## config.mk

```make
export PLATFORM = sky130hd
export DESIGN_NAME = sdram_init
export DESIGN_NICKNAME = d
export VERILOG_FILES = /design/src/verilog/sdram_pkg.sv /design/src/verilog/sdram_init.sv
export VERILOG_INCLUDE_DIRS = /design/src /design/src/include
export SDC_FILE = /design/constraint.sdc
export NUM_CORES = 1
export LEC_CHECK = 0
export BUFFER_PORTS_ARGS = -buffer_cell sky130_fd_sc_hd__buf_2
export CORE_UTILIZATION = 40
export CTS_CLUSTER_SIZE = 16
export DETAILED_ROUTE_END_ITERATION = 8
export PLACE_DENSITY_LB_ADDON = 0.1
export RECOVER_POWER = 100
export SLEW_MARGIN = 30
export SYNTH_ARGS = -nofsm -noshare
export SYNTH_HDL_FRONTEND = slang
export SYNTH_SLANG_ARGS = --single-unit
```

## constraint.sdc

```tcl
create_clock -name clk -period 2.4 [get_ports clk]
set_clock_uncertainty 0.05 [all_clocks]
set_input_delay 0.48 -clock clk [delete_from_list [all_inputs] [get_ports clk]]
set_output_delay 0.48 -clock clk [all_outputs]
set_load 0.05 [all_outputs]
```

## src/include/sdram_config.svh

```systemverilog
// Address split and SDRAM timing constants, included by the package and the RTL
`ifndef SDRAM_CONFIG_SVH
`define SDRAM_CONFIG_SVH

// Request word address, row on top and column below
`define SDRAM_AW        22
`define SDRAM_ROW_W     13
`define SDRAM_COL_W     9

// ACTIVE to READ/WRITE, in cycles
`define SDRAM_TRCD      2

// CAS latency, also written into the mode register
`define SDRAM_CL        2

// Auto-precharge to next ACTIVE in the same bank
`define SDRAM_TRP       2

// Power-up wait and refresh spacing during init
// Short value for simulation, real parts want about 100 us
`define SDRAM_INIT_WAIT 20

`endif

```

## src/verilog/sdram_pkg.sv

```systemverilog
// Command encoding and the request and command bus types shared by the controller blocks
`include "sdram_config.svh"

package sdram_pkg;

    // Bit order is {cs_n, ras_n, cas_n, we_n}
    typedef enum logic [3:0] {
        LOAD_MODE = 4'b0000,
        REFRESH   = 4'b0001,
        PRECHARGE = 4'b0010,
        ACTIVE    = 4'b0011,
        WRITE     = 4'b0100,
        READ      = 4'b0101,
        NOP       = 4'b0111
    } sdram_cmd_e;

    // One host request, held until ack
    typedef struct packed {
        logic                   rd;
        logic                   wr;
        logic [`SDRAM_AW-1:0]   addr;
        logic [31:0]            wdata;  // Low beat in 15:0
        logic [3:0]             mask;   // Set bit keeps the old byte
    } host_req_t;

    // Everything that goes onto the SDRAM pins in one cycle
    typedef struct packed {
        sdram_cmd_e                 cmd;
        logic [1:0]                 ba;
        logic [`SDRAM_ROW_W-1:0]    a;
        logic [1:0]                 dqm;    // {dqmh, dqml}
        logic [15:0]                dq;
        logic                       dq_oe;
    } bus_cmd_t;

endpackage
```

## src/verilog/sdram_init.sv

```systemverilog
// Power-up sequencer, owns the command bus until the mode register is loaded
`timescale 1ns/1ns
`include "sdram_config.svh"

module sdram_init (
    input  logic                clk,
    input  logic                rst,
    output logic                init,
    output sdram_pkg::bus_cmd_t cmd
);

    localparam int CW = $clog2(`SDRAM_INIT_WAIT + 1);

    // Burst 2, sequential, programmed CAS latency, burst writes
    localparam logic [12:0] MODE = {3'b000, 1'b0, 2'b00, 3'(`SDRAM_CL), 1'b0, 3'b001};

    logic [2:0]    step;   // 0 PRECHARGE, 1-2 REFRESH, 3 LOAD_MODE, 4 tMRD gap
    logic [CW-1:0] cnt;

    always_ff @(posedge clk, posedge rst) begin
        if (rst) begin
            init <= 1'b1;
            step <= '0;
            cnt  <= CW'(`SDRAM_INIT_WAIT - 1);
        end else if (init) begin
            if (cnt != '0) begin
                cnt <= cnt - 1'b1;
            end else begin
                step <= step + 1'b1;
                case (step)
                    3'd0:       cnt <= CW'(`SDRAM_TRP - 1);
                    3'd1, 3'd2: cnt <= CW'(`SDRAM_INIT_WAIT - 1);   // tRFC
                    3'd3:       cnt <= CW'(1);                      // tMRD
                    default:    init <= 1'b0;   // Released for good
                endcase
            end
        end
    end

    always_comb begin
        cmd     = '0;
        cmd.cmd = sdram_pkg::NOP;
        if (init && cnt == '0) begin
            case (step)
                3'd0: begin
                    cmd.cmd = sdram_pkg::PRECHARGE;
                    cmd.a   = 13'h0400;    // A10 selects all banks
                end
                3'd1, 3'd2: cmd.cmd = sdram_pkg::REFRESH;
                3'd3: begin
                    cmd.cmd = sdram_pkg::LOAD_MODE;
                    cmd.a   = MODE;
                end
                default: cmd.cmd = sdram_pkg::NOP;
            endcase
        end
    end

endmodule

```

==> out/qor.yml, run 1 <==
status: "finished, final reports clean"
comb_power_share_pct: 29.3
synth_compound_area_share_pct: 12.6
worst_slew_pin_slew_ns: 0.826
p_seq_share_pct: 39.6
antenna_found_initial: 0
relSlewSlack_pct: 44.1
fp.dieW_um: 48.7
ys_seq_elements: 9
drt_iter0_drc: 8
max_stage_delay_ns: 0.44
area_growth_pct: -6.03
routedWlPerCell_um: 9.27
total_power_uw: 384
core_um2: 2000
routed_wl_um: 1190
critPathKind: "reg -> out"
start_kind: "flip-flop"
num_rows: 16
gp_congestion: 0.736
overflow: 0
rsz0062_at_grt: "no"
grt_pass1_wl_um: 1930
path_clk_slew_ns: 0.06
htreeDepth: 1
cts_tree: "done"
track_usage_pct: 11.0
pwr-share-clk_pct: 31.2
fin_crit_ns: 2.29
hp-class: "in -> async"
critical-path-slowest-cell: "or4_4"
start_util_pct: 43.5
drive_above_1_share_pct: 20.8
max_freq_ghz: 0.437
synth-simple-area-share_pct: 13.5
maxSlewViolCount: 0
ant_nets: 0
drc_errors: 0
root_buffer: "clkbuf_4"
port_buffers: 8
synth_seq_area_share_pct: 26.4
vias: 543
hold_viol: 0
crit_chain: "inv_1 > ha_1 > nand2_2 > or4_4 > nor2_2 > buf_4"
clock_path_buffers: 2
switching_power_uw: 167
yosysTopAreaCellShare_pct: 28.4
synthesis.area_um2: 871
r2r_cells: 5
muxShareOfSynthArea_pct: 3.59
grt_max_degree: 10
pin_count: 41
grt_pass1_vias: 457
die_area_um2: 2370
synthXorXnorAreaFrac_pct: 1.01
period_share_pct: 95.3
fin_nets: 110
yosys_warnings: 0
setup_violations: 0
yosys.area.top_type: "buf_4"
powerDensity_nw_per_um2: 470
cts.sinks: 9
path_max_fanout: 5
hpwl_um: 982
via_per_inst: 4.24
die_h_um: 48.7
utilization_pct: 40.9
ir_drop_uv: 195
first_pass_iters: 3
finalSetupTns_ns: 0
synth_cells: 92
synth_fa_ha_area_share_pct: 8.62
whs_ns: 0.117
internal-power_uw: 217
p_leak_nw: 0.416
ys_top_cells_by_area: "buf_4 28%, dfrtp_1 14%, dfstp_2 12%"
synthDistinctLibCells: 33
cp.required_ns: 1.87
synth_area_per_cell_um2: 9.47
setup_ws_ns: 0.113
max-cap-violations: 0
synth_top_family_by_area: "buffers and inverters"
crit_arrival_ns: 1.76
switching_share_pct: 43.5
end_kind: "output pin"
dpl_worst_slack_ns: 0.268
numCtsBuffers: 3
diodes: 0
clk_latency_ns: 0.26
-- cells in the final DEF, fill, tap and decap left out, drive strengths merged, types with 4 or more instances in the layout --
cell type	netlist	layout
dfstp	4	4
conb	1	32
dfrtp	5	5
clkbuf	0	11
inv	8	8
nor3	4	4
ha	6	6
-- through the flow --
step                cells  instance area [um^2]
floorplan             123                  1000
detailed placement    124                   817
CTS                   128                   846
global route          128                   818
finish                128                   818
global placement      124                   817
-- timing repair --
| item | in CTS | in global routing |
|---|---|---|
| gates resized for setup | 1 | 2 |
| setup endpoints to repair | 1 | 1 |
| setup buffers | 0 | 0 |
| hold buffers | 0 | 0 |
-- critical path, delay by kind of cell (launching register included) --
kind / cells / cell delay [ns]
adders and majority gates: 1 / 0.19
buffers and inverters: 2 / 0.27
DFF: 1 / 0.37
and+or+nand+nor: 3 / 0.66
-- cell families after synthesis --
group           count (synthesis)
compound gates                 12
xor+xnor                        1
fa+ha+maj                       6
buf+inv                        43
flops                           9
mux                             3
other cells                     1
simple gates                   17
-- worst paths after layout --
kind / from / endpoint / slack, ns
min in group clk: cnt[1]$_DFFE_PP1P_ / cnt[1]$_DFFE_PP1P_ / 0.48
worst max-delay path: cnt[0]$_DFFE_PP1P_ / cmd[29] / 0.11
worst max register to register: cnt[0]$_DFFE_PP1P_ / cnt[1]$_DFFE_PP1P_ / 0.52
max in group asynchronous: rst / cnt[4]$_DFFE_PP1P_ / 1.88
worst min-delay path: rst / step[1]$_DFFE_PP0P_ / 0.12
worst min register to register: cnt[1]$_DFFE_PP1P_ / cnt[1]$_DFFE_PP1P_ / 0.48
-- layer usage --
layer / part of all wire, % / track usage (%) / up-vias / wire, um
met5: 0 / 0 / - / 0
met4: 2.8 / 8.82 / 0 / 33
met3: 6.9 / 2.20 / 5 / 82
met2: 45 / 17.6 / 31 / 533
met1: 45 / 12.5 / 246 / 537
li1: - / - / 261 / -
-- flip-flops by register name, summed over array words and instances (netlist names) --
register	count
init	1
step	3
cnt	5
-- area by class of cell --
cell class	count	area, um^2
multi-input cells	71	453
fillers	231	1180
flip-flops and latches	9	230
inverters	8	30.0
clock buffers	4	26.3
repair buffers	9	45.0
well taps	27	33.8
-- power by group through the flow --
stage	sequential [mW]	combinational (mW)	clock (mW)
after floorplan	0.155	0.151	0
after global placement	0.155	0.112	0
after detailed placement	0.155	0.112	0
after CTS	0.152	0.112	0.125
after global routing	0.152	0.116	0.135
final	0.152	0.113	0.120
-- synth_stat cells --
cell        n
a21o_2      1
a21oi_1     2
and2_1      1
and2b_1     1
buf_2       1
buf_4      33
buf_6       1
conb_1      1
dfrtp_1     5
dfstp_2     4
ha_1        6
inv_1       8
mux2_1      1
mux2i_1     2
nand2_1     1
nand2b_1    2
nand3_1     1
nor2_1      2
nor2b_1     1
nor3_1      4
nor4_2      1
nor4b_2     1
o211ai_1    1
o21ai_0     1
o21ba_2     1
o21bai_1    1
o2bb2ai_1   1
o31ai_1     2
o32a_1      1
o41ai_4     1
or4_1       1
or4b_4      1
xnor2_1     1
(Power assumes the default switching activity.)
==> run 2: changes to the inputs <==
CELL_PAD_IN_SITES_DETAIL_PLACEMENT = 1   (was unset)
CELL_PAD_IN_SITES_GLOBAL_PLACEMENT = 1   (was unset)
CORE_UTILIZATION = 33   (was 40)
SLEW_MARGIN = unset   (was 30)
==> run 2 against run 1 <==
Effect of this change: register-to-register slack better by 0.11 ns; routed wire length up 17%; total power up 0.50%; largest power group unchanged; flip-flop and latch count unchanged; critical endpoint is now cmd[19].
==> out/qor.yml, run 2 (synthesis results as in run 1) <==
ir_drop_uv: 206
diodes: 0
ctsHoldBuffers: 0
cp.required_ns: 1.87
dpl_worst_slack_ns: 0.257
clock_path_buffers: 2
dp.cells: 127
drc_errors: 0
max-cap-violations: 0
routedWlPerCell_um: 10.6
clk_latency_ns: 0.26
crit_arrival_ns: 1.79
critPathKind: "reg -> out"
mostFrequentLayoutCells: "32 x conb_1, 8 x inv_1, 6 x ha_1"
fin_nets: 110
fin_cells: 131
pin_count: 41
max_stage_delay_ns: 0.37
area_growth_pct: -1.15
fp.dieW_um: 53.4
largest_reg_flops: 5
start_kind: "flip-flop"
cts_tree: "done"
vias: 543
worst-path-buf-inv: 2
critical-path-slowest-cell: "dfstp_2"
crit_chain: "inv_1 > ha_1 > nand2_2 > nor4_4 > and2_2 > clkbuf_4"
whs_ns: 0.122
first_pass_iters: 2
htreeDepth: 1
rsz0062_at_grt: "yes"
core_um2: 2480
num_rows: 18
grt_pass1_wl_um: 2120
routed_wl_um: 1390
hpwl_um: 1130
multi_input_area_um2: 482
gp_congestion: 0.725
drive_above_1_share_pct: 25.7
powerDensity_nw_per_um2: 449
die_h_um: 53.4
max_freq_ghz: 0.432
port_buffers: 8
cts.sinks: 9
maxSlewViolCount: 0
path_max_fanout: 5
end_kind: "output pin"
hold_viol: 0
setup_ws_ns: 0.0846
largest-register: "cnt"
grt_max_degree: 10
fin_crit_ns: 2.32
numCtsBuffers: 3
ant_nets: 0
layout_commonest_cell: "conb_1"
period_share_pct: 96.5
root_buffer: "clkbuf_4"
antenna_found_initial: 0
p_leak_nw: 0.423
r2r-start: "cnt[0]$_DFFE_PP1P_"
cp_top_family: "simple AND/OR/NAND/NOR gates"
hp-class: "in -> async"
start_util_pct: 35.2
via_per_inst: 4.15
grt_pass1_vias: 442
critPathLaunch: "cnt[0]$_DFFE_PP1P_"
setup_violations: 0
seq_area_um2: 230
drt_iter0_drc: 1
path_clk_slew_ns: 0.07
overflow: 0
die_area_um2: 2850
track_usage_pct: 10.8
fill_cells: 303
reg.largest.list: "cnt (5), step (3), init (1)"
status: "finished, final reports clean"
[run 2: changes by cell type in the layout (fill, tap and decap cells not counted)]
| cell | before | now |
|---|---|---|
| clkbuf_4 | 3 | 5 |
| buf_2 | 1 | 5 |
| or4b_1 | 1 | 0 |
| nor4b_2 | 0 | 1 |
| o41ai_4 | 0 | 1 |
| nor4b_1 | 1 | 0 |
| clkbuf_1 | 3 | 1 |
| clkbuf_2 | 5 | 0 |
| buf_4 | 1 | 2 |
| or4b_4 | 0 | 1 |
| o41ai_1 | 1 | 0 |
[run 2: routing by layer]
metal | vias to the layer above | part of all wire (%) | track usage, %
met5 | - | 0 | 0
met4 | 0 | 0.86 | 3.95
met3 | 2 | 6.0 | 2.59
met2 | 24 | 47 | 16.7
met1 | 257 | 46 | 14.2
li1 | 260 | - | -
[run 2: where the power goes]
group / internal, mW / switching (mW) / total (mW)
sequential: 0.152 / 0 / 0.152
clock: 0.0641 / 0.0573 / 0.121
combinational: 0.000676 / 0.112 / 0.113
[run 2: area by class of cell]
| cell class | instances | share of cell area (%) |
|---|---|---|
| inverter | 8 | 3.49 |
| multi-input combinational | 71 | 56.0 |
| sequential | 9 | 26.7 |
| timing repair buffer | 9 | 6.40 |
| tap | 30 | 4.36 |
| clock buffer | 4 | 3.05 |
[run 2: what timing repair did]
item | CTS | global route
resized for setup | 1 | 4
pin swaps | 0 | 1
endpoints found under the setup margin | 1 | 3
hold endpoints to repair | 0 | 0
setup buffers | 0 | 0
[run 2: path summary, 6_finish.rpt]
check	depth (start not counted)	slack, ns	endpoint
worst min-delay path	2	0.12	cnt[3]$_DFFE_PP0P_
min in group clk	2	0.44	init$_DFF_PP1_
worst min register to register	2	0.44	init$_DFF_PP1_
worst max register to register	5	0.63	cnt[0]$_DFFE_PP1P_
max in group asynchronous	2	1.88	init$_DFF_PP1_
worst max-delay path	6	0.08	cmd[19]
[run 2: worst reg2reg max path: cells and delay by family, from the launching register on]
kind	cells	cell delay [ns]
and+or+nand+nor	1	0.50
DFF	1	0.37
adders and majority gates	1	0.20
AOI/OAI and AO/OA	2	0.49
buffers and inverters	1	0.09
[run 2: per-stage QoR]
step	cell area, um^2	total power [mW]	TNS, ns	utilization [%]
floorplan	1000	0.306	0	-
global placement	821	0.267	0	33.1
detailed placement	821	0.267	0	33.1
CTS	850	0.391	0	34.3
global route	861	0.405	-0.0617	34.7
finish	861	0.386	0	34.7
