<file path="src/include/sdram_config.svh">
// Address split and SDRAM timing constants, included by the package and the RTL
`ifndef SDRAM_CONFIG_SVH
`define SDRAM_CONFIG_SVH

// Request word address, row on top and column below
`define SDRAM_AW        22
`define SDRAM_ROW_W     13
`define SDRAM_COL_W     9

// ACTIVE to READ/WRITE, in cycles
`define SDRAM_TRCD      2

// CAS latency, also written into the mode register
`define SDRAM_CL        2

// Auto-precharge to next ACTIVE in the same bank
`define SDRAM_TRP       2

// Power-up wait and refresh spacing during init
// Short value for simulation, real parts want about 100 us
`define SDRAM_INIT_WAIT 20

`endif

</file>
<file path="src/verilog/sdram_pkg.sv">
// Command encoding and the request and command bus types shared by the controller blocks
`include "sdram_config.svh"

package sdram_pkg;

    // Bit order is {cs_n, ras_n, cas_n, we_n}
    typedef enum logic [3:0] {
        LOAD_MODE = 4'b0000,
        REFRESH   = 4'b0001,
        PRECHARGE = 4'b0010,
        ACTIVE    = 4'b0011,
        WRITE     = 4'b0100,
        READ      = 4'b0101,
        NOP       = 4'b0111
    } sdram_cmd_e;

    // One host request, held until ack
    typedef struct packed {
        logic                   rd;
        logic                   wr;
        logic [`SDRAM_AW-1:0]   addr;
        logic [31:0]            wdata;  // Low beat in 15:0
        logic [3:0]             mask;   // Set bit keeps the old byte
    } host_req_t;

    // Everything that goes onto the SDRAM pins in one cycle
    typedef struct packed {
        sdram_cmd_e                 cmd;
        logic [1:0]                 ba;
        logic [`SDRAM_ROW_W-1:0]    a;
        logic [1:0]                 dqm;    // {dqmh, dqml}
        logic [15:0]                dq;
        logic                       dq_oe;
    } bus_cmd_t;

endpackage
</file>
<file path="src/verilog/sdram_bank.sv">
// Bank machine for one requester port, runs ACTIVE then READ/WRITE with auto-precharge
`timescale 1ns/1ns
`include "sdram_config.svh"

module sdram_bank #(
    parameter logic [1:0] BANK = 2'd0
) (
    input  logic                 clk,
    input  logic                 rst,
    input  sdram_pkg::host_req_t req,
    output logic                 ack,
    output logic                 dst,
    output logic                 dok,
    output logic                 rdy,
    output logic                 dbusy,
    input  logic                 all_dbusy,
    output logic                 br,
    input  logic                 bg,
    output sdram_pkg::bus_cmd_t  cmd
);

    localparam int CNT_W = 4;
    localparam logic [CNT_W-1:0] RCD_LOAD   = CNT_W'(`SDRAM_TRCD - 2);
    localparam logic [CNT_W-1:0] RP_LOAD    = CNT_W'(`SDRAM_TRP - 1);
    localparam logic [CNT_W-1:0] FIRST_BEAT = CNT_W'(`SDRAM_CL);
    localparam logic [CNT_W-1:0] LAST_BEAT  = CNT_W'(`SDRAM_CL + 1);

    typedef enum logic [2:0] {
        IDLE,
        ACT,
        WAIT_RCD,
        RW,
        DATA,
        PRECH
    } state_t;

    state_t                   state;
    logic [CNT_W-1:0]         cnt;
    logic [CNT_W-1:0]         last;
    logic                     beat;     // Second cycle of the READ/WRITE slot
    logic                     is_rd;
    logic [`SDRAM_COL_W-1:0]  col;
    logic [31:0]              wdata;
    logic [3:0]               mask;

    // Reads wait for the registered dout, writes finish with the second beat
    assign last = is_rd ? LAST_BEAT : '0;

    always_ff @(posedge clk, posedge rst) begin
        if (rst) begin
            state <= IDLE;
            cnt   <= '0;
            beat  <= 1'b0;
        end else begin
            case (state)
                IDLE: if (req.rd || req.wr) state <= ACT;
                ACT: begin
                    if (bg) begin
                        state <= WAIT_RCD;
                        cnt   <= RCD_LOAD;
                    end
                end
                WAIT_RCD: begin
                    if (cnt == '0) state <= RW;
                    else cnt <= cnt - 1'b1;
                end
                RW: begin
                    if (bg) begin
                        beat <= ~beat;
                        if (beat) begin
                            state <= DATA;
                            cnt   <= '0;
                        end
                    end
                end
                DATA: begin
                    if (cnt == last) begin
                        state <= PRECH;
                        cnt   <= RP_LOAD;
                    end else begin
                        cnt <= cnt + 1'b1;
                    end
                end
                PRECH: begin
                    if (cnt == '0) state <= IDLE;   // Auto-precharge done
                    else cnt <= cnt - 1'b1;
                end
                default: state <= IDLE;
            endcase
        end
    end

    // Host may drop the request after ack, so keep a copy
    always_ff @(posedge clk) begin
        if (ack) begin
            is_rd <= req.rd;
            col   <= req.addr[`SDRAM_COL_W-1:0];
            wdata <= req.wdata;
            mask  <= req.mask;
        end
    end

    // Data slot only requested while no other burst holds the DQ bus
    assign br    = state == ACT || (state == RW && (beat || !all_dbusy));
    assign ack   = state == ACT && bg;
    assign dbusy = (state == RW && beat) || state == DATA;
    assign dst   = state == DATA && is_rd && cnt == FIRST_BEAT;
    assign dok   = state == DATA && is_rd && (cnt == FIRST_BEAT || cnt == LAST_BEAT);
    assign rdy   = state == DATA && cnt == last;

    always_comb begin
        cmd     = '0;
        cmd.cmd = sdram_pkg::NOP;
        cmd.ba  = BANK;
        case (state)
            ACT: begin
                cmd.cmd = sdram_pkg::ACTIVE;
                cmd.a   = req.addr[`SDRAM_AW-1 -: `SDRAM_ROW_W];
            end
            RW: begin
                if (!beat) begin
                    cmd.cmd                   = is_rd ? sdram_pkg::READ : sdram_pkg::WRITE;
                    cmd.a[`SDRAM_COL_W-1:0]   = col;
                    cmd.a[10]                 = 1'b1;  // Auto-precharge
                end
                if (!is_rd) begin
                    cmd.dq_oe = 1'b1;
                    cmd.dq    = beat ? wdata[31:16] : wdata[15:0];
                    cmd.dqm   = beat ? mask[3:2] : mask[1:0];
                end
            end
            default: cmd.cmd = sdram_pkg::NOP;
        endcase
    end

endmodule

</file>
<file path="config.mk">
export PLATFORM = sky130hd
export DESIGN_NAME = sdram_bank
export DESIGN_NICKNAME = d
export VERILOG_FILES = /design/src/verilog/sdram_pkg.sv /design/src/verilog/sdram_bank.sv
export VERILOG_INCLUDE_DIRS = /design/src /design/src/include
export SDC_FILE = /design/constraint.sdc
export NUM_CORES = 1
export LEC_CHECK = 0
export ABC_AREA = 1
export BUFFER_PORTS_ARGS = -buffer_cell sky130_fd_sc_hd__clkbuf_2
export CORE_MARGIN = 1.5
export CORE_UTILIZATION = 25
export DETAILED_ROUTE_END_ITERATION = 16
export HOLD_SLACK_MARGIN = 0.12
export SETUP_SLACK_MARGIN = 0.3
export SYNTH_ARGS = -nofsm -noshare
export SYNTH_HDL_FRONTEND = slang
export SYNTH_SLANG_ARGS = --single-unit
export TNS_END_PERCENT = 100
</file>
<file path="constraint.sdc">
create_clock -name clk -period 3.4 [get_ports clk]
set_input_delay 0.34 -clock clk [delete_from_list [all_inputs] [get_ports clk]]
set_output_delay 0.34 -clock clk [all_outputs]
set_load 0.02 [all_outputs]
</file>
==> reports/metrics.yaml, run 1 <==
cts_made_buffers: 5
tns_ns: 0
worst_pin_slew_ns: 0.744
finClkSkew_ns: 0.00599
dieWidth_um: 106
r2r_setup_slack_ns: 1.31
dr.first_iter.drc_count: 72
routed_wl_mm: 6.12
power.share.switching_pct: 43.7
cts_sinks: 54
synth-compound-area-share_pct: 10.1
drv_cap: 0
grt_pass1_vias: 2124
fin_crit_ns: 2.42
holdPathStages: 1
seqCellArea_um2: 1580
fin_crit_sh_pct: 71.3
hold_start: "req[22]"
yosys_warnings: 0
multi_input_area_um2: 915
insertion_delay_ns: 0.30
pwr-share-comb_pct: 45.6
pre_cts_slack_ns: 1.29
firstDrtPassIters: 4
synth_xor_area_share_pct: 1.32
globalplace.congestion: 0.834
synth.cell_area_um2: 2650
crit_start: "state[2]"
p_int_mw: 1.38
clkPwrFrac_pct: 14.4
clockBufferDepth: 2
drc: 0
ys_ff_latch: 54
status: "completed"
synth_top_family_by_area: "simple AND/OR/NAND/NOR gates"
ys_types: 33
cts.htree.levels: 2
path_max_fanout: 13
critPathCaptureType: "output port"
grt_pass1_wl_mm: 9.63
final_nets: 424
fin_ws_ns: 0.976
yosys.area_share.simple_pct: 20.5
synthCells: 251
clockRootBuffer: "clkbuf_8"
whs_endpoint: "wdata[18]"
synthMuxAreaShare_pct: 0
ios: 108
viasPerCell: 4.29
finalPower_mw: 2.45
antenna_found_initial: 0
grt_overflow: 0
fmax_ghz: 0.413
post_dp_cell_area_um2: 3300
leakage_nw: 1.53
die_area_um2: 11200
setup_viol: 0
clkSlewWorstSetupHoldPaths_ns: 0.10
post-dp-hpwl_mm: 4.76
critPathMaxStageDelay_ns: 0.54
cts_tree: "done"
core_um2: 10300
rsz0062_at_grt: "no"
p_seq_share_pct: 40.1
r2r_end: "wdata[25]"
vias: 2117
r2r_cells: 6
initial_core_util_pct: 25.7
fin_util_pct: 32.9
powerDensity_nw_per_um2: 721
crit_required_ns: 3.06
finalHoldViolations: 0
n_antenna_cell: 0
syn2layout_area_growth_pct: 28.3
io_buffer_count: 104
critPathKind: "flop to output port"
hold_class: "input pin to flop"
layout-drive-gt1-share_pct: 40.6
avgSynthCellArea_um2: 10.6
cp-start-kind: "flop"
cp_data_arrival_time_ns: 2.08
drtAntennaViolNets: 0
cts_resized: 0
final_area_um2: 3400
r2r-start: "state[2]"
relSlewSlack_pct: 50.3
finalMaxSlewViolations: 0
grt_max_degree: 27
ir_drop_uv: 230
slowest_stage: "dfrtp_1"
p_switching_mw: 1.07
yosysSeqAreaShare_pct: 59.7
avgRoutedWirePerCell_um: 12.4
synthAdderAreaFrac_pct: 1.89
worstPathCellList: "inv_4 > nand2_4 > inv_2 > nand2_1 > nor2_4 > clkbuf_2"
rows: 37
fillCellCount: 1062
track_usage_pct: 10.9
die_h_um: 106
state kept, by name (all words and copies together) (netlist names):
| name | count |
|---|---|
| mask | 4 |
| state | 3 |
| wdata | 32 |
| beat | 1 |
| is_rd | 1 |
| cnt | 4 |
| col | 9 |
cells by family (layout without fill, tap and decap cells):
kind of cell | Yosys count | count (layout)
DFF | 54 | 54
AOI/OAI and AO/OA | 37 | 37
buffers and inverters | 33 | 137
xor gates and xnor gates | 4 | 4
other | 1 | 3
and+or+nand+nor | 118 | 118
adders and majority gates | 4 | 4
what timing repair did:
item                                   CTS  global route
endpoints found under the hold margin    8             0
hold buffers                             1             0
setup buffers                            0             0
Yosys cell counts (all sizes together):
cell type,n,area [um^2]
nand2,80,323
edfxtp,46,1380
nor2,21,118
a21oi,20,149
inv,20,77.6
nand3,9,45.0
buf,8,72.6
dfrtp,8,200
o21ai,7,35.0
a22oi,5,37.5
nand4,5,31.3
a32o,4,40.0
clkbuf,4,15.0
ha,4,50.1
nor3,3,26.3
xor2,3,26.3
a31oi,1,6.26
clkinv,1,5.00
conb,1,3.75
xnor2,1,8.76
cell usage in the layout (no fill, tap or decap), types with 2 or more instances in the layout:
master    netlist  routed
nor2_2          3       3
nand2_1        75      75
inv_1          14      14
a22oi_1         5       5
nor2_4          2       3
xor2_1          3       3
o21ai_0         6       6
ha_1            4       4
nor2_1         15      14
buf_4           3       2
nand4_1         5       5
nand2_2         3       3
nor3_1          2       2
clkbuf_8        0       5
nand3_1         9       9
a21oi_2        10      10
edfxtp_1       46      46
clkbuf_2        0     104
inv_2           5       5
nand2_4         2       2
dfrtp_1         8       8
a21oi_1         9       9
a32o_1          4       4
conb_1          1       3
clkinv_2        1       2
worst max-delay path, delay by kind of cell (launching register included):
family        cells  cell delay, ns
buf+inv           3            0.54
flops             1            0.54
simple gates      3            0.70
through the flow:
| step | hold slack [ns] | cells |
|---|---|---|
| after detailed placement | 0.297 | 484 |
| after global routing | 0.181 | 493 |
| after CTS | 0.196 | 493 |
| after global placement | 0.291 | 484 |
| after floorplan | 0.156 | 253 |
| final | 0.210 | 493 |
layer usage:
layer	GRT usage, %	up-vias	routed length, um	share of wire [%]
li1	-	1051	-	-
met1	12.6	994	2540	42
met2	19.9	66	3200	52
met3	2.64	6	321	5.2
met4	3.28	0	55	0.90
met5	0	-	0	0
worst max-delay path by stage:
stage             end  cells past startpoint
3_3_place_gp      ack                      6
2_1_floorplan  col[0]                      6
4_1_cts           ack                      6
3_5_place_dp      ack                      6
6_report          ack                      6
5_1_grt           ack                      6
area by class of cell:
type	instances	share of cell area, %
Clock buffer	6	2.13
Clock inverter	2	0.405
Inverter	21	2.43
Multi-Input combinational cell	166	26.9
Sequential cell	54	46.5
Tap cell	136	5.00
Timing Repair Buffer	108	16.6
power by group through the flow:
stage | logic, mW | registers (mW) | clock network, mW
4_1_cts | 1.13 | 0.982 | 0.368
5_1_grt | 1.25 | 1.00 | 0.391
3_5_place_dp | 1.13 | 0.997 | 0
3_3_place_gp | 1.10 | 0.995 | 0
6_report | 1.12 | 0.982 | 0.352
2_1_floorplan | 0.887 | 0.946 | 0
Power figures use the tool's default switching activity.
==> inputs of run 2 (changes only) <==
clock period = 2 ns   (was 3.4 ns; I/O delays follow)
==> run 2 against run 1 <==
Non-clock buffer count is 69 higher. Sequential power is 68% higher. Final cell count is 14% higher. Count of clock-buffer cells in the layout is 1 lower. Largest power group unchanged. First-iteration DRC count is 47% higher.
==> reports/metrics.yaml, run 2 (synthesis results as in run 1) <==
cts_tree: "done"
drtAntennaViolNets: 0  # unchanged
clkSlewWorstSetupHoldPaths_ns: 0.11  # about the same
powerDensity_nw_per_um2: 1150  # +60%
post_dp_cell_area_um2: 3400  # +3.0%
globalplace.congestion: 0.881  # +5.6%
drc: 0  # unchanged
routed_wl_mm: 7.92  # +29%
syn2layout_area_growth_pct: 69.9
finalHoldViolations: 0  # unchanged
status: "completed"
largest_register: "wdata"
instances_no_fill: 563  # +14%
critPathKind: "flop to output port"
fin_crit_ns: 1.81
final_area_um2: 4500  # +32%
ir_drop_uv: 460  # +100%
antenna_found_initial: 0  # unchanged
n_antenna_cell: 0  # unchanged
cts_made_buffers: 5  # unchanged
fin_util_pct: 43.6  # +11 points
power.share.switching_pct: 42.3  # -1.4 points
fillCellCount: 938  # -12%
dr.first_iter.drc_count: 106  # +47%
hold_start: "bg"
drv_cap: 0  # unchanged
ios: 108  # unchanged
reg_top3: "wdata (32), col (9)"
layout_commonest_cell: "nand2_1"
largest_register_ffs: 32  # unchanged
tns_ns: 0  # unchanged
whs_ns: 0.194  # -0.0159 ns
hold_class: "input pin to flop"
final_cell_mix: "nand2_1 (71), clkbuf_2 (70), dlygate4sd3_1 (47), edfxtp_1 (46), buf_4 (25)"
finClkSkew_ns: 0.00361  # -0.00237 ns
cp_data_arrival_time_ns: 1.61  # -0.47 ns
p_int_mw: 2.99  # +120%
post-dp-hpwl_mm: 4.84  # +1.8%
grt_pass1_vias: 2412  # +14%
core_um2: 10300  # unchanged
clkPwrFrac_pct: 14.9  # +0.5 points
clockBufferDepth: 2  # unchanged
avgRoutedWirePerCell_um: 14.1  # +13%
fmax_ghz: 0.552
insertion_delay_ns: 0.31  # about the same
die_area_um2: 11200  # unchanged
p_seq_share_pct: 31.9  # -8.2 points
cp-start-kind: "flop"
leakage_nw: 1.94  # +27%
fin_ws_ns: 0.190  # -0.787 ns
crit_start: "state[2]"
critPathCaptureType: "output port"
path_max_fanout: 10  # -3
clockRootBuffer: "clkbuf_8"
rows: 37  # unchanged
rsz0062_at_grt: "yes"
pre_cts_slack_ns: 0.175  # -1.12 ns
final_nets: 494  # +17%
die_h_um: 106  # unchanged
seqCellArea_um2: 1590  # +0.32%
pwr-share-comb_pct: 53.2  # +7.6 points
viasPerCell: 4.41  # +2.7%
layout-drive-gt1-share_pct: 44.5  # +3.9 points
setup_viol: 0  # unchanged
dieWidth_um: 106  # unchanged
p_switching_mw: 2.19  # +100%
initial_core_util_pct: 25.7  # unchanged
cts_sinks: 54  # unchanged
grt_overflow: 0  # unchanged
finalMaxSlewViolations: 0  # unchanged
vias: 2482  # +17%
grt_max_degree: 19  # -30%
finalPower_mw: 5.18  # +110%
track_usage_pct: 13.6  # +2.7 points
firstDrtPassIters: 4  # unchanged
cts.htree.levels: 2  # unchanged
grt_pass1_wl_mm: 11.8  # +23%
multi_input_area_um2: 1050  # +15%
io_buffer_count: 104  # unchanged
r2r-start: "state[2]"
fin_crit_sh_pct: 90.5
crit_required_ns: 1.80  # -1.26 ns
dpl.cell_count: 491  # +1.4%
[run 2: layer usage]
| layer | vias up | part of all wire, % | track usage, % |
|---|---|---|---|
| li1 | 1193 | - | - |
| met1 | 1189 | 38 | 14.8 |
| met4 | 0 | 1.4 | 3.76 |
| met5 | - | 0 | 0 |
| met3 | 10 | 5.1 | 2.82 |
| met2 | 90 | 55 | 26.5 |
[run 2: repair_timing]
| item | CTS | global route |
|---|---|---|
| pin swaps | 3 | 5 |
| buffers inserted | 10 | 6 |
| cloned | 1 | 0 |
| setup endpoints to repair | 75 | 79 |
| gates resized for setup | 72 | 40 |
| hold buffers | 47 | 0 |
| endpoints found under the hold margin | 54 | 0 |
[run 2: critical path: stages, from the launching register on]
cell,delay [ns]
dfrtp_2,0.45
buf_4,0.18
nor3_4,0.15
buf_12,0.15
a22oi_1,0.06
nor2_1,0.14
buf_4,0.17
[run 2: path summary, 6_finish.rpt]
check	end	slack, ns	depth (start not counted)
worst min-delay path	beat	0.19	3
worst max register to register	wdata[2]	0.34	8
max in group asynchronous	state[2]	1.35	3
worst max-delay path	cmd[21]	0.19	6
min in group asynchronous	beat	0.38	3
worst min register to register	cnt[3]	0.58	2
[run 2: final cells by class]
class | count | area share (%)
Clock inverter | 3 | 1.08
Tap cell | 136 | 3.78
Clock buffer | 5 | 1.53
Sequential cell | 54 | 35.2
Inverter | 21 | 2.61
Timing Repair Buffer | 177 | 32.1
Timing Repair inverter | 1 | 0.250
Multi-Input combinational cell | 166 | 23.4
[run 2: power by group through the flow]
stage	Clock [mW]	Combinational (mW)	Sequential [mW]
4_1_cts	0.784	2.55	1.64
3_5_place_dp	0	2.09	1.69
2_1_floorplan	0	1.60	1.60
6_report	0.772	2.76	1.65
3_3_place_gp	0	2.07	1.68
5_1_grt	0.821	2.99	1.67
