--- src/include/sdram_config.svh ---
// Address split and SDRAM timing constants, included by the package and the RTL
`ifndef SDRAM_CONFIG_SVH
`define SDRAM_CONFIG_SVH

// Request word address, row on top and column below
`define SDRAM_AW        22
`define SDRAM_ROW_W     13
`define SDRAM_COL_W     9

// ACTIVE to READ/WRITE, in cycles
`define SDRAM_TRCD      2

// CAS latency, also written into the mode register
`define SDRAM_CL        2

// Auto-precharge to next ACTIVE in the same bank
`define SDRAM_TRP       2

// Power-up wait and refresh spacing during init
// Short value for simulation, real parts want about 100 us
`define SDRAM_INIT_WAIT 20

`endif

--- src/verilog/sdram_pkg.sv ---
// Command encoding and the request and command bus types shared by the controller blocks
`include "sdram_config.svh"

package sdram_pkg;

    // Bit order is {cs_n, ras_n, cas_n, we_n}
    typedef enum logic [3:0] {
        LOAD_MODE = 4'b0000,
        REFRESH   = 4'b0001,
        PRECHARGE = 4'b0010,
        ACTIVE    = 4'b0011,
        WRITE     = 4'b0100,
        READ      = 4'b0101,
        NOP       = 4'b0111
    } sdram_cmd_e;

    // One host request, held until ack
    typedef struct packed {
        logic                   rd;
        logic                   wr;
        logic [`SDRAM_AW-1:0]   addr;
        logic [31:0]            wdata;  // Low beat in 15:0
        logic [3:0]             mask;   // Set bit keeps the old byte
    } host_req_t;

    // Everything that goes onto the SDRAM pins in one cycle
    typedef struct packed {
        sdram_cmd_e                 cmd;
        logic [1:0]                 ba;
        logic [`SDRAM_ROW_W-1:0]    a;
        logic [1:0]                 dqm;    // {dqmh, dqml}
        logic [15:0]                dq;
        logic                       dq_oe;
    } bus_cmd_t;

endpackage
--- src/verilog/sdram_cmd_arbiter.sv ---
// Command bus arbiter with rotating priority, registers the winning command onto the pins
`timescale 1ns/1ns

module sdram_cmd_arbiter (
    input  logic                clk,
    input  logic                rst,
    input  logic                init,
    input  sdram_pkg::bus_cmd_t init_cmd,
    input  logic [1:0]          br,
    input  sdram_pkg::bus_cmd_t bank_cmd0,
    input  sdram_pkg::bus_cmd_t bank_cmd1,
    output logic [1:0]          bg,
    output sdram_pkg::bus_cmd_t pin_cmd
);

    logic                prio;     // Bank favoured on a tie
    logic                locked;
    logic                owner;
    sdram_pkg::bus_cmd_t next;

    always_comb begin
        bg = 2'b00;
        if (!init) begin
            if (locked && br[owner]) bg[owner] = 1'b1;   // Holder keeps the bus
            else if (br == 2'b11)    bg[prio]  = 1'b1;
            else                     bg        = br;
        end
    end

    always_comb begin
        next     = '0;
        next.cmd = sdram_pkg::NOP;
        if (init)       next = init_cmd;
        else if (bg[0]) next = bank_cmd0;
        else if (bg[1]) next = bank_cmd1;
        // Mask only matters on data cycles
        if (!(next.cmd == sdram_pkg::READ || next.cmd == sdram_pkg::WRITE || next.dq_oe))
            next.dqm = 2'b00;
    end

    always_ff @(posedge clk, posedge rst) begin
        if (rst) begin
            prio         <= 1'b0;
            locked       <= 1'b0;
            owner        <= 1'b0;
            pin_cmd      <= '0;
            pin_cmd.cmd  <= sdram_pkg::NOP;
        end else begin
            prio    <= ~prio;
            locked  <= |bg;
            owner   <= bg[1];
            pin_cmd <= next;
        end
    end

endmodule

--- config.mk ---
export PLATFORM = sky130hd
export DESIGN_NAME = sdram_cmd_arbiter
export DESIGN_NICKNAME = d
export VERILOG_FILES = /design/src/verilog/sdram_pkg.sv /design/src/verilog/sdram_cmd_arbiter.sv
export VERILOG_INCLUDE_DIRS = /design/src /design/src/include
export SDC_FILE = /design/constraint.sdc
export NUM_CORES = 1
export LEC_CHECK = 0
export BUFFER_PORTS_ARGS = -buffer_cell sky130_fd_sc_hd__buf_2
export CORE_MARGIN = 10
export CORE_UTILIZATION = 38
export DETAILED_ROUTE_END_ITERATION = 8
export GPL_TIMING_DRIVEN = 0
export PLACE_DENSITY = 0.87
export SLEW_MARGIN = 15
export SYNTH_ARGS = -nofsm -noshare
export SYNTH_HDL_FRONTEND = slang
export SYNTH_SLANG_ARGS = --single-unit
--- constraint.sdc ---
create_clock -name clk -period 1.8 [get_ports clk]
set_clock_uncertainty 0.1 [all_clocks]
set_input_delay 0.18 -clock clk [delete_from_list [all_inputs] [get_ports clk]]
set_output_delay 0.18 -clock clk [all_outputs]
set_load 0.005 [all_outputs]
==> results of run 1 <==
[power by group]
group | switching (mW) | total [mW] | internal (mW)
sequential | 0.0204 | 1.02 | 1.00
combinational | 0.268 | 0.543 | 0.276
clock | 0.297 | 0.569 | 0.272
[synth_stat cells]
| cell type | number | area (um2) |
|---|---|---|
| a211oi_1 | 2 | 15.01 |
| dfrtp_1 | 38 | 950.9 |
| buf_4 | 1 | 7.510 |
| and2_1 | 1 | 6.260 |
| a21oi_4 | 1 | 16.27 |
| dfstp_2 | 3 | 78.83 |
| inv_1 | 10 | 37.54 |
| mux2i_2 | 1 | 13.76 |
| nand2_1 | 36 | 135.1 |
| a221oi_2 | 2 | 30.03 |
| nor3_2 | 1 | 10.01 |
| o21ai_0 | 11 | 55.05 |
| o21ai_1 | 21 | 105.1 |
| a31oi_2 | 1 | 12.51 |
| a22oi_1 | 31 | 232.7 |
| a221o_2 | 1 | 11.26 |
| a21boi_2 | 1 | 11.26 |
| o22ai_1 | 1 | 6.260 |
| buf_2 | 9 | 45.04 |
| nor2_1 | 3 | 11.26 |
| a21oi_2 | 1 | 8.760 |
| nand2b_1 | 1 | 6.260 |
| nor3_1 | 1 | 5.000 |
| a221oi_1 | 2 | 17.52 |
| clkbuf_1 | 6 | 22.52 |
| nor2b_1 | 2 | 12.51 |
| a211o_1 | 1 | 8.760 |
| mux2_4 | 1 | 15.01 |
| a2111oi_2 | 2 | 30.03 |
[state kept, by name, indices dropped and copies added (netlist names)]
signal and count:
owner 1, locked 1, pin_cmd 38, prio 1
[logic make-up after synthesis]
family	count (synthesis)	share of synthesized area
AO/OA/AOI/OAI	78	0.2922
buffers and inverters	26	0.05871
flip-flops	41	0.5369
multiplexers	2	0.01500
AND/OR/NAND/NOR	45	0.09720
[routing by layer]
metal | global-route usage | wire (um)
met1 | 0.1810 | 2905
met2 | 0.3294 | 4164
met3 | 0.06831 | 583
met4 | 0.05091 | 174
met5 | 0 | 0
[worst max-delay path by stage]
stage	from	to	cells after the start	slack (ns)
2_1_floorplan	locked	pin_cmd[18]	5	0.17
3_3_place_gp	locked	pin_cmd[28]	5	-0.06
3_5_place_dp	locked	pin_cmd[19]	5	-0.1
4_1_cts	locked	pin_cmd[19]	5	0.002
5_1_grt	locked	bg[1]	6	-0.01
6_report	locked	bg[1]	6	0.04
[area by class of cell]
| class | instances | share of cell area |
|---|---|---|
| plain buffers | 16 | 0.02895 |
| clock inverters | 1 | 0.001608 |
| inverters | 10 | 0.01206 |
| flip-flops and latches | 41 | 0.3309 |
| well taps | 67 | 0.02694 |
| clock buffers | 7 | 0.02453 |
| diodes | 1 | 0.0008042 |
| multi-input cells | 125 | 0.2698 |
| repair buffers | 170 | 0.3044 |
[worst max-delay path: cells and delay by family (launching register included)]
kind,cells,cell delay (ns)
muxes,1,0.27
buffers and inverters,2,0.28
and+or+nand+nor,3,0.21
DFF,1,0.43
[what timing repair did]
action                     4_1_cts  5_1_grt
pin swaps                        0        6
setup buffers                    0        4
hold endpoints to repair        24        1
gates resized for setup          5       13
setup endpoints to repair       33       22
hold buffers                     8        1
gates cloned                     0        0
==> results.cfg, run 1 <==
[status]
status = completed

[setup_path]
crit_path_end_kind = output port
cp_data_required_time_ns = 1.52
slowest_stage = dfrtp_1
worstRegToRegCells = 6
max_stage_delay_ns = 0.43
regToRegSetupSlack_ns = 0.05
r2r_start = locked
arrival_ns = 1.48
critPathKind = register to output port
r2r-end = pin_cmd[17]
path_cells = mux2i_4, buf_12, nand2_1, nand2_2, nor2_4, buf_6
start_kind = register
worstPathMaxFanout = 6

[sta]
slew_headroom = 0.6684
setup_viol = 0
slew_violations = 0
finalSetupTns_ns = 0
setup_ws_ns = 0.03763
hold_slack_ns = 0.003065
tightest_slew_ns = 0.4975
hold_viol_final = 0
grt_setup_unrepaired = true
fin_crit_sh = 0.9791
fmax_mhz = 567.4
period_needed_ns = 1.762

[clock_tree]
clk_pin_slew_ns = 0.08
cts_made_buffers = 5
cts_tree = done
clk_latency_ns = 0.28
root_buffer = clkbuf_8
clockBufferDepth = 2
htreeDepth = 2
cts_sinks = 41

[placed_design]
dp.cells = 416
gp_congestion = 0.8617
place_area_um2 = 2810
dpl.hpwl_um = 6175
port_buffers = 156
place_ws_ns = -0.09520

[worst_hold_path]
hp-start = init_cmd[20]
hold_class = input pin to register
worst_hold_path.endpoint = pin_cmd[20]
hold_depth = 3

[final_layout]
nets = 488
area_growth_pct = 62.23
final_common_cell = buf_2
seqCellArea_um2 = 1030
finalNonFillerCells = 438
layout_common_cells = 158 x buf_2, 38 x dfrtp_1, 35 x nand2_1, 31 x a22oi_1, 21 x o21ai_1
drive_above_1_share = 0.5297
fin_util = 0.6460
final_area_um2 = 3112
multi_input_area_um2 = 839.6
nFillCells = 413

[global_route]
grt_pass1_wl_um = 12050
grt_overflow_total = 0
grt_pass1_vias = 2450
grt_max_degree = 22
antenna_found_initial = 1
grt_use_total = 0.1779

[synthesis]
yosysWarnings = 0
synthesis.nets = 311
yosysUniqueCellTypes = 29
netlist_instances = 192
synth_area_um2 = 1918
ys_seq_area_frac = 0.5369
ys_ff_latch = 41
syn_avg_cell_area_um2 = 9.990

[power]
peakVddDrop_mv = 0.3932
p_leak_nw = 1.625
p_per_area_nw_per_um2 = 685.4
totalPowerFinal_mw = 2.133

[job]
cap_violations = 0

[routing]
finalWirelength_um = 7828
ant_nets = 0
drc_errors = 0
first_pass_iters = 4
post_drt_wl_per_cell_um = 17.87
vias = 2190
avgViaCountPerCell = 5.000
drt-initial-drc-count = 98

[floorplanning]
die_h_um = 91.05
row_count = 25
start_util = 0.3982
die_w_um = 91.05
pin_count = 159
dieArea_um2 = 8289
core-area_um2 = 4817
(Power assumes the default switching activity.)
==> inputs of run 2 (changes only) <==
- CORE_ASPECT_RATIO: unset -> 1.2
- CORE_MARGIN: 10 -> 5
==> run 2 against run 1 <==
Clock-buffer cell count down 1. Final cell count down 2.1%. Combinational power down 4.4%. Global-route usage up 2.1 points. Clock power up 0.7%. Worst hold slack better by 0.0049 ns. Worst setup slack worse by 0.0045 ns.
==> results.cfg, run 2 (same netlist as run 1, synthesis figures left out) <==
[power]
peakVddDrop_mv = 0.3542
internal_power_mw = 1.532
clkPwrFrac = 0.271
switching_share = 0.2744
p_per_area_nw_per_um2 = 696.9
p_leak_nw = 1.613
comb_power_share = 0.246
p_seq_frac = 0.483
switchingPower_mw = 0.5794

[global_route]
grt_use_total = 0.1992
grt_pass1_wl_um = 9977
grt_max_degree = 25
antenna_found_initial = 0
grt_overflow_total = 0
grt_pass1_vias = 2202

[routing]
finalWirelength_um = 6704
first_pass_iters = 4
drc_errors = 0
drt-initial-drc-count = 57
post_drt_wl_per_cell_um = 15.63
vias = 2146
ant_nets = 0
avgViaCountPerCell = 5.002

[sta]
period_needed_ns = 1.767
grt_setup_unrepaired = true
fin_crit_sh = 0.9816
hold_viol_final = 0
slew_headroom = 0.6586
tightest_slew_ns = 0.5120
setup_viol = 0
hold_slack_ns = 0.007976
fmax_mhz = 566.0
setup_ws_ns = 0.03315
slew_violations = 0

[setup_path]
path_cells = mux2_4, a21boi_4, buf_4, a22oi_1, o21ai_0
arrival_ns = 1.86
critPathKind = register to register
slowest_stage = dfrtp_1
worstPathMaxFanout = 10
crit_path_end_kind = register
start_kind = register
cp_data_required_time_ns = 1.89
max_stage_delay_ns = 0.43

[final_layout]
layout_common_cells = 162 x buf_2, 38 x dfrtp_1, 35 x nand2_1, 31 x a22oi_1, 21 x o21ai_1
n_antenna_cell = 0
area_growth_pct = 57.99
largest_reg_flops = 38
finalNonFillerCells = 429
drive_above_1_share = 0.5312
regMostFlops = pin_cmd
final_common_cell = buf_2
nets = 487

[placed_design]
dpl.hpwl_um = 5336
dp.cells = 409
gp_congestion = 0.7762
place_ws_ns = -0.1539
port_buffers = 156

[floorplanning]
pin_count = 159
dieArea_um2 = 6574
row_count = 28
die_h_um = 87.83
die_w_um = 74.86
core-area_um2 = 4905
start_util = 0.3911

[clock_tree]
clk_pin_slew_ns = 0.07
cts_tree = done
cts_made_buffers = 5
cts_sinks = 41
htreeDepth = 2
clk_latency_ns = 0.28
root_buffer = clkbuf_8
clockBufferDepth = 2

[worst_hold_path]
hold_class = input pin to register

[job]
cap_violations = 0

[status]
status = completed
run 2: path summary, 6_finish.rpt:
| path | slack (ns) | cells after the start | to | from |
|---|---|---|---|---|
| max in group asynchronous | 0.72 | 4 | pin_cmd[34] | rst |
| max reg2reg | 0.03 | 5 | pin_cmd[28] | locked |
| max | 0.03 | 5 | pin_cmd[28] | locked |
| min | 0.008 | 3 | pin_cmd[34] | init_cmd[34] |
| min in group asynchronous | 0.33 | 3 | pin_cmd[7] | rst |
| min reg2reg | 0.40 | 1 | prio | prio |
run 2: final cells by class:
class                   instances  area, um2
fillers                       428       1874
clock inverters                 2      10.01
plain buffers                  16      82.58
flip-flops and latches         41       1030
repair buffers                169      918.4
clock buffers                   6      72.57
multi-input cells             125      804.5
inverters                      10      37.54
well taps                      60      75.07
run 2: timing repair:
item	CTS	global route
resized for setup	4	4
hold buffers	8	0
endpoints found under the hold margin	24	0
setup endpoints to repair	31	33
setup buffers	0	4
pin swaps	0	3
run 2: metal layers:
| metal | global-route usage | vias up | share of wire |
|---|---|---|---|
| li1 | - | 1039 | - |
| met1 | 0.2087 | 993 | 0.36 |
| met2 | 0.3732 | 104 | 0.54 |
| met3 | 0.05166 | 10 | 0.087 |
| met4 | 0.07120 | 0 | 0.015 |
| met5 | 0 | - | 0 |
run 2: power by group through the flow:
| stage | clock [mW] | sequential [mW] | combinational [mW] |
|---|---|---|---|
| after CTS | 0.590 | 1.02 | 0.509 |
| after floorplan | 0 | 1.05 | 0.202 |
| after detailed placement | 0 | 1.04 | 0.488 |
| final | 0.573 | 1.02 | 0.519 |
| after global placement | 0 | 1.03 | 0.465 |
| after global routing | 0.635 | 1.03 | 0.573 |
run 2: metrics by stage:
stage	util	total power, mW	area, um2	setup TNS [ns]
after floorplan	-	1.252	1918	0
after global placement	0.5656	1.499	2774	-1.164
after detailed placement	0.5712	1.526	2801	-2.466
after CTS	0.6074	2.118	2979	-0.02321
after global routing	0.6179	2.235	3030	-0.1664
final	0.6179	2.112	3030	0
run 2: critical path: cells and delay by family (launching register included):
family          cells  cell delay [ns]
buf+inv             1             0.23
mux                 1             0.35
compound gates      3             0.57
flops               1             0.43
==> inputs of run 3 (changes only) <==
==> constraint.sdc (replaced) <==
create_clock -name clk -period 1.8 [get_ports clk]
set_clock_uncertainty 0.1 [all_clocks]
set_input_delay 0.18 -clock clk [delete_from_list [all_inputs] [get_ports clk]]
set_output_delay 0.18 -clock clk [all_outputs]
set_load 0.02 [all_outputs]
==> run 3 against run 2 <==
Combinational power rose by 19%. Fmax fell by 1.1%. Routed wire length rose by 0.75%. Die area did not move. Sequential cell count did not move. First-iteration DRC count did not move.
==> results.cfg, run 3 (same netlist as run 1, synthesis figures left out) <==
[worst_hold_path]
worst_hold_path.endpoint = pin_cmd[34]
hold_class = input pin to register
hold_depth = 3
hp-start = init_cmd[34]

[routing]
drc_errors = 0
avgViaCountPerCell = 5.072
post_drt_wl_per_cell_um = 15.74
ant_nets = 0
vias = 2176
finalWirelength_um = 6754
drt-initial-drc-count = 57
first_pass_iters = 4

[floorplanning]
start_util = 0.3911
die_w_um = 74.86
die_h_um = 87.83
dieArea_um2 = 6574
core-area_um2 = 4905
row_count = 28
pin_count = 159

[sta]
fin_crit_sh = 0.9920
slew_headroom = 0.6643
period_needed_ns = 1.786
slew_violations = 0
grt_setup_unrepaired = true
hold_slack_ns = 0.006803
setup_viol = 0
finalSetupTns_ns = 0
hold_viol_final = 0
tightest_slew_ns = 0.5035
fmax_mhz = 560.0

[setup_path]
start_kind = register
cp_data_required_time_ns = 1.89
r2r-end = pin_cmd[28]
arrival_ns = 1.88
critPathKind = register to register
r2r_start = locked
worstRegToRegCells = 5
startpoint = locked
worstPathMaxFanout = 10
regToRegSetupSlack_ns = 0.01
crit_path_end_kind = register

[final_layout]
layout_common_cells = 160 x buf_2, 38 x dfrtp_1, 35 x nand2_1, 31 x a22oi_1, 21 x o21ai_1
largest_reg_flops = 38
n_antenna_cell = 0
regMostFlops = pin_cmd
nFillCells = 421
final_common_cell = buf_2
final_area_um2 = 3050
drive_above_1_share = 0.5312
nets = 487
area_growth_pct = 59.03

[clock_tree]
cts_made_buffers = 5
clk_latency_ns = 0.28
cts_tree = done
htreeDepth = 2
clockBufferDepth = 2
root_buffer = clkbuf_8
cts_sinks = 41
clk_pin_slew_ns = 0.08

[placed_design]
port_buffers = 156
dpl.hpwl_um = 5336
gp_congestion = 0.7762
place_area_um2 = 2801

[global_route]
grt_pass1_wl_um = 9977
grt_pass1_vias = 2202
grt_overflow_total = 0
grt_max_degree = 25
grt_use_total = 0.1992
antenna_found_initial = 0

[power]
p_per_area_nw_per_um2 = 725.9
peakVddDrop_mv = 0.3577
p_leak_nw = 1.617

[status]
status = completed

[job]
cap_violations = 0
-- run 3: cell types whose count changed in the layout (fill, tap and decap cells not counted) --
cell / before / now
buf_6: 0 / 4
buf_4: 8 / 6
buf_2: 162 / 160
-- run 3: metrics by stage --
step,worst slack [ns],cells,util,power [mW]
5_1_grt,-0.04782,429,0.6219,2.333
6_report,0.01438,429,0.6219,2.214
4_1_cts,-0.03299,425,0.6074,2.210
3_5_place_dp,-0.1539,409,0.5712,1.618
2_1_floorplan,0.1569,192,-,1.343
3_3_place_gp,-0.07042,408,0.5656,1.591
-- run 3: final cells by class --
class                   instances  area, um2  share of cell area
clock buffers                   6      72.57             0.02379
multi-input cells             125      804.5              0.2637
plain buffers                  16      93.84             0.03076
inverters                      10      37.54             0.01231
flip-flops and latches         41       1030              0.3376
well taps                      60      75.07             0.02461
repair buffers                169      927.1              0.3039
clock inverters                 2      10.01            0.003281
-- run 3: critical path, cell delays in order, from the launching register on --
cell and delay [ns]:
dfrtp_1 0.43, mux2_4 0.35, a21boi_4 0.28, buf_6 0.19, a22oi_1 0.11, o21ai_0 0.22
-- run 3: repair_timing --
action | 4_1_cts | 5_1_grt
hold endpoints to repair | 24 | 0
endpoints found under the setup margin | 31 | 33
pin swaps | 0 | 3
resized for setup | 4 | 10
hold buffers | 8 | 0
setup buffers | 0 | 4
-- run 3: metal layers --
metal / share of wire / track usage / up-vias / wire, um
li1: - / - / 1038 / -
met1: 0.35 / 0.2087 / 1011 / 2374
met2: 0.54 / 0.3732 / 117 / 3676
met3: 0.089 / 0.05166 / 10 / 601
met4: 0.015 / 0.07120 / 0 / 102
met5: 0 / 0 / - / 0
-- run 3: report_power, final --
part | internal [mW] | switching [mW] | total (mW)
clock | 0.269 | 0.308 | 0.576
sequential | 1.00 | 0.0196 | 1.02
combinational | 0.271 | 0.348 | 0.618
total | 1.54 | 0.675 | 2.21
-- run 3: worst max path at each step --
stage / endpoint / slack [ns] / cells past startpoint
after CTS: bg[1] / -0.03 / 5
after global placement: pin_cmd[26] / -0.07 / 5
after floorplan: pin_cmd[18] / 0.16 / 5
final: pin_cmd[28] / 0.01 / 5
after detailed placement: pin_cmd[28] / -0.15 / 5
after global routing: bg[1] / -0.05 / 5
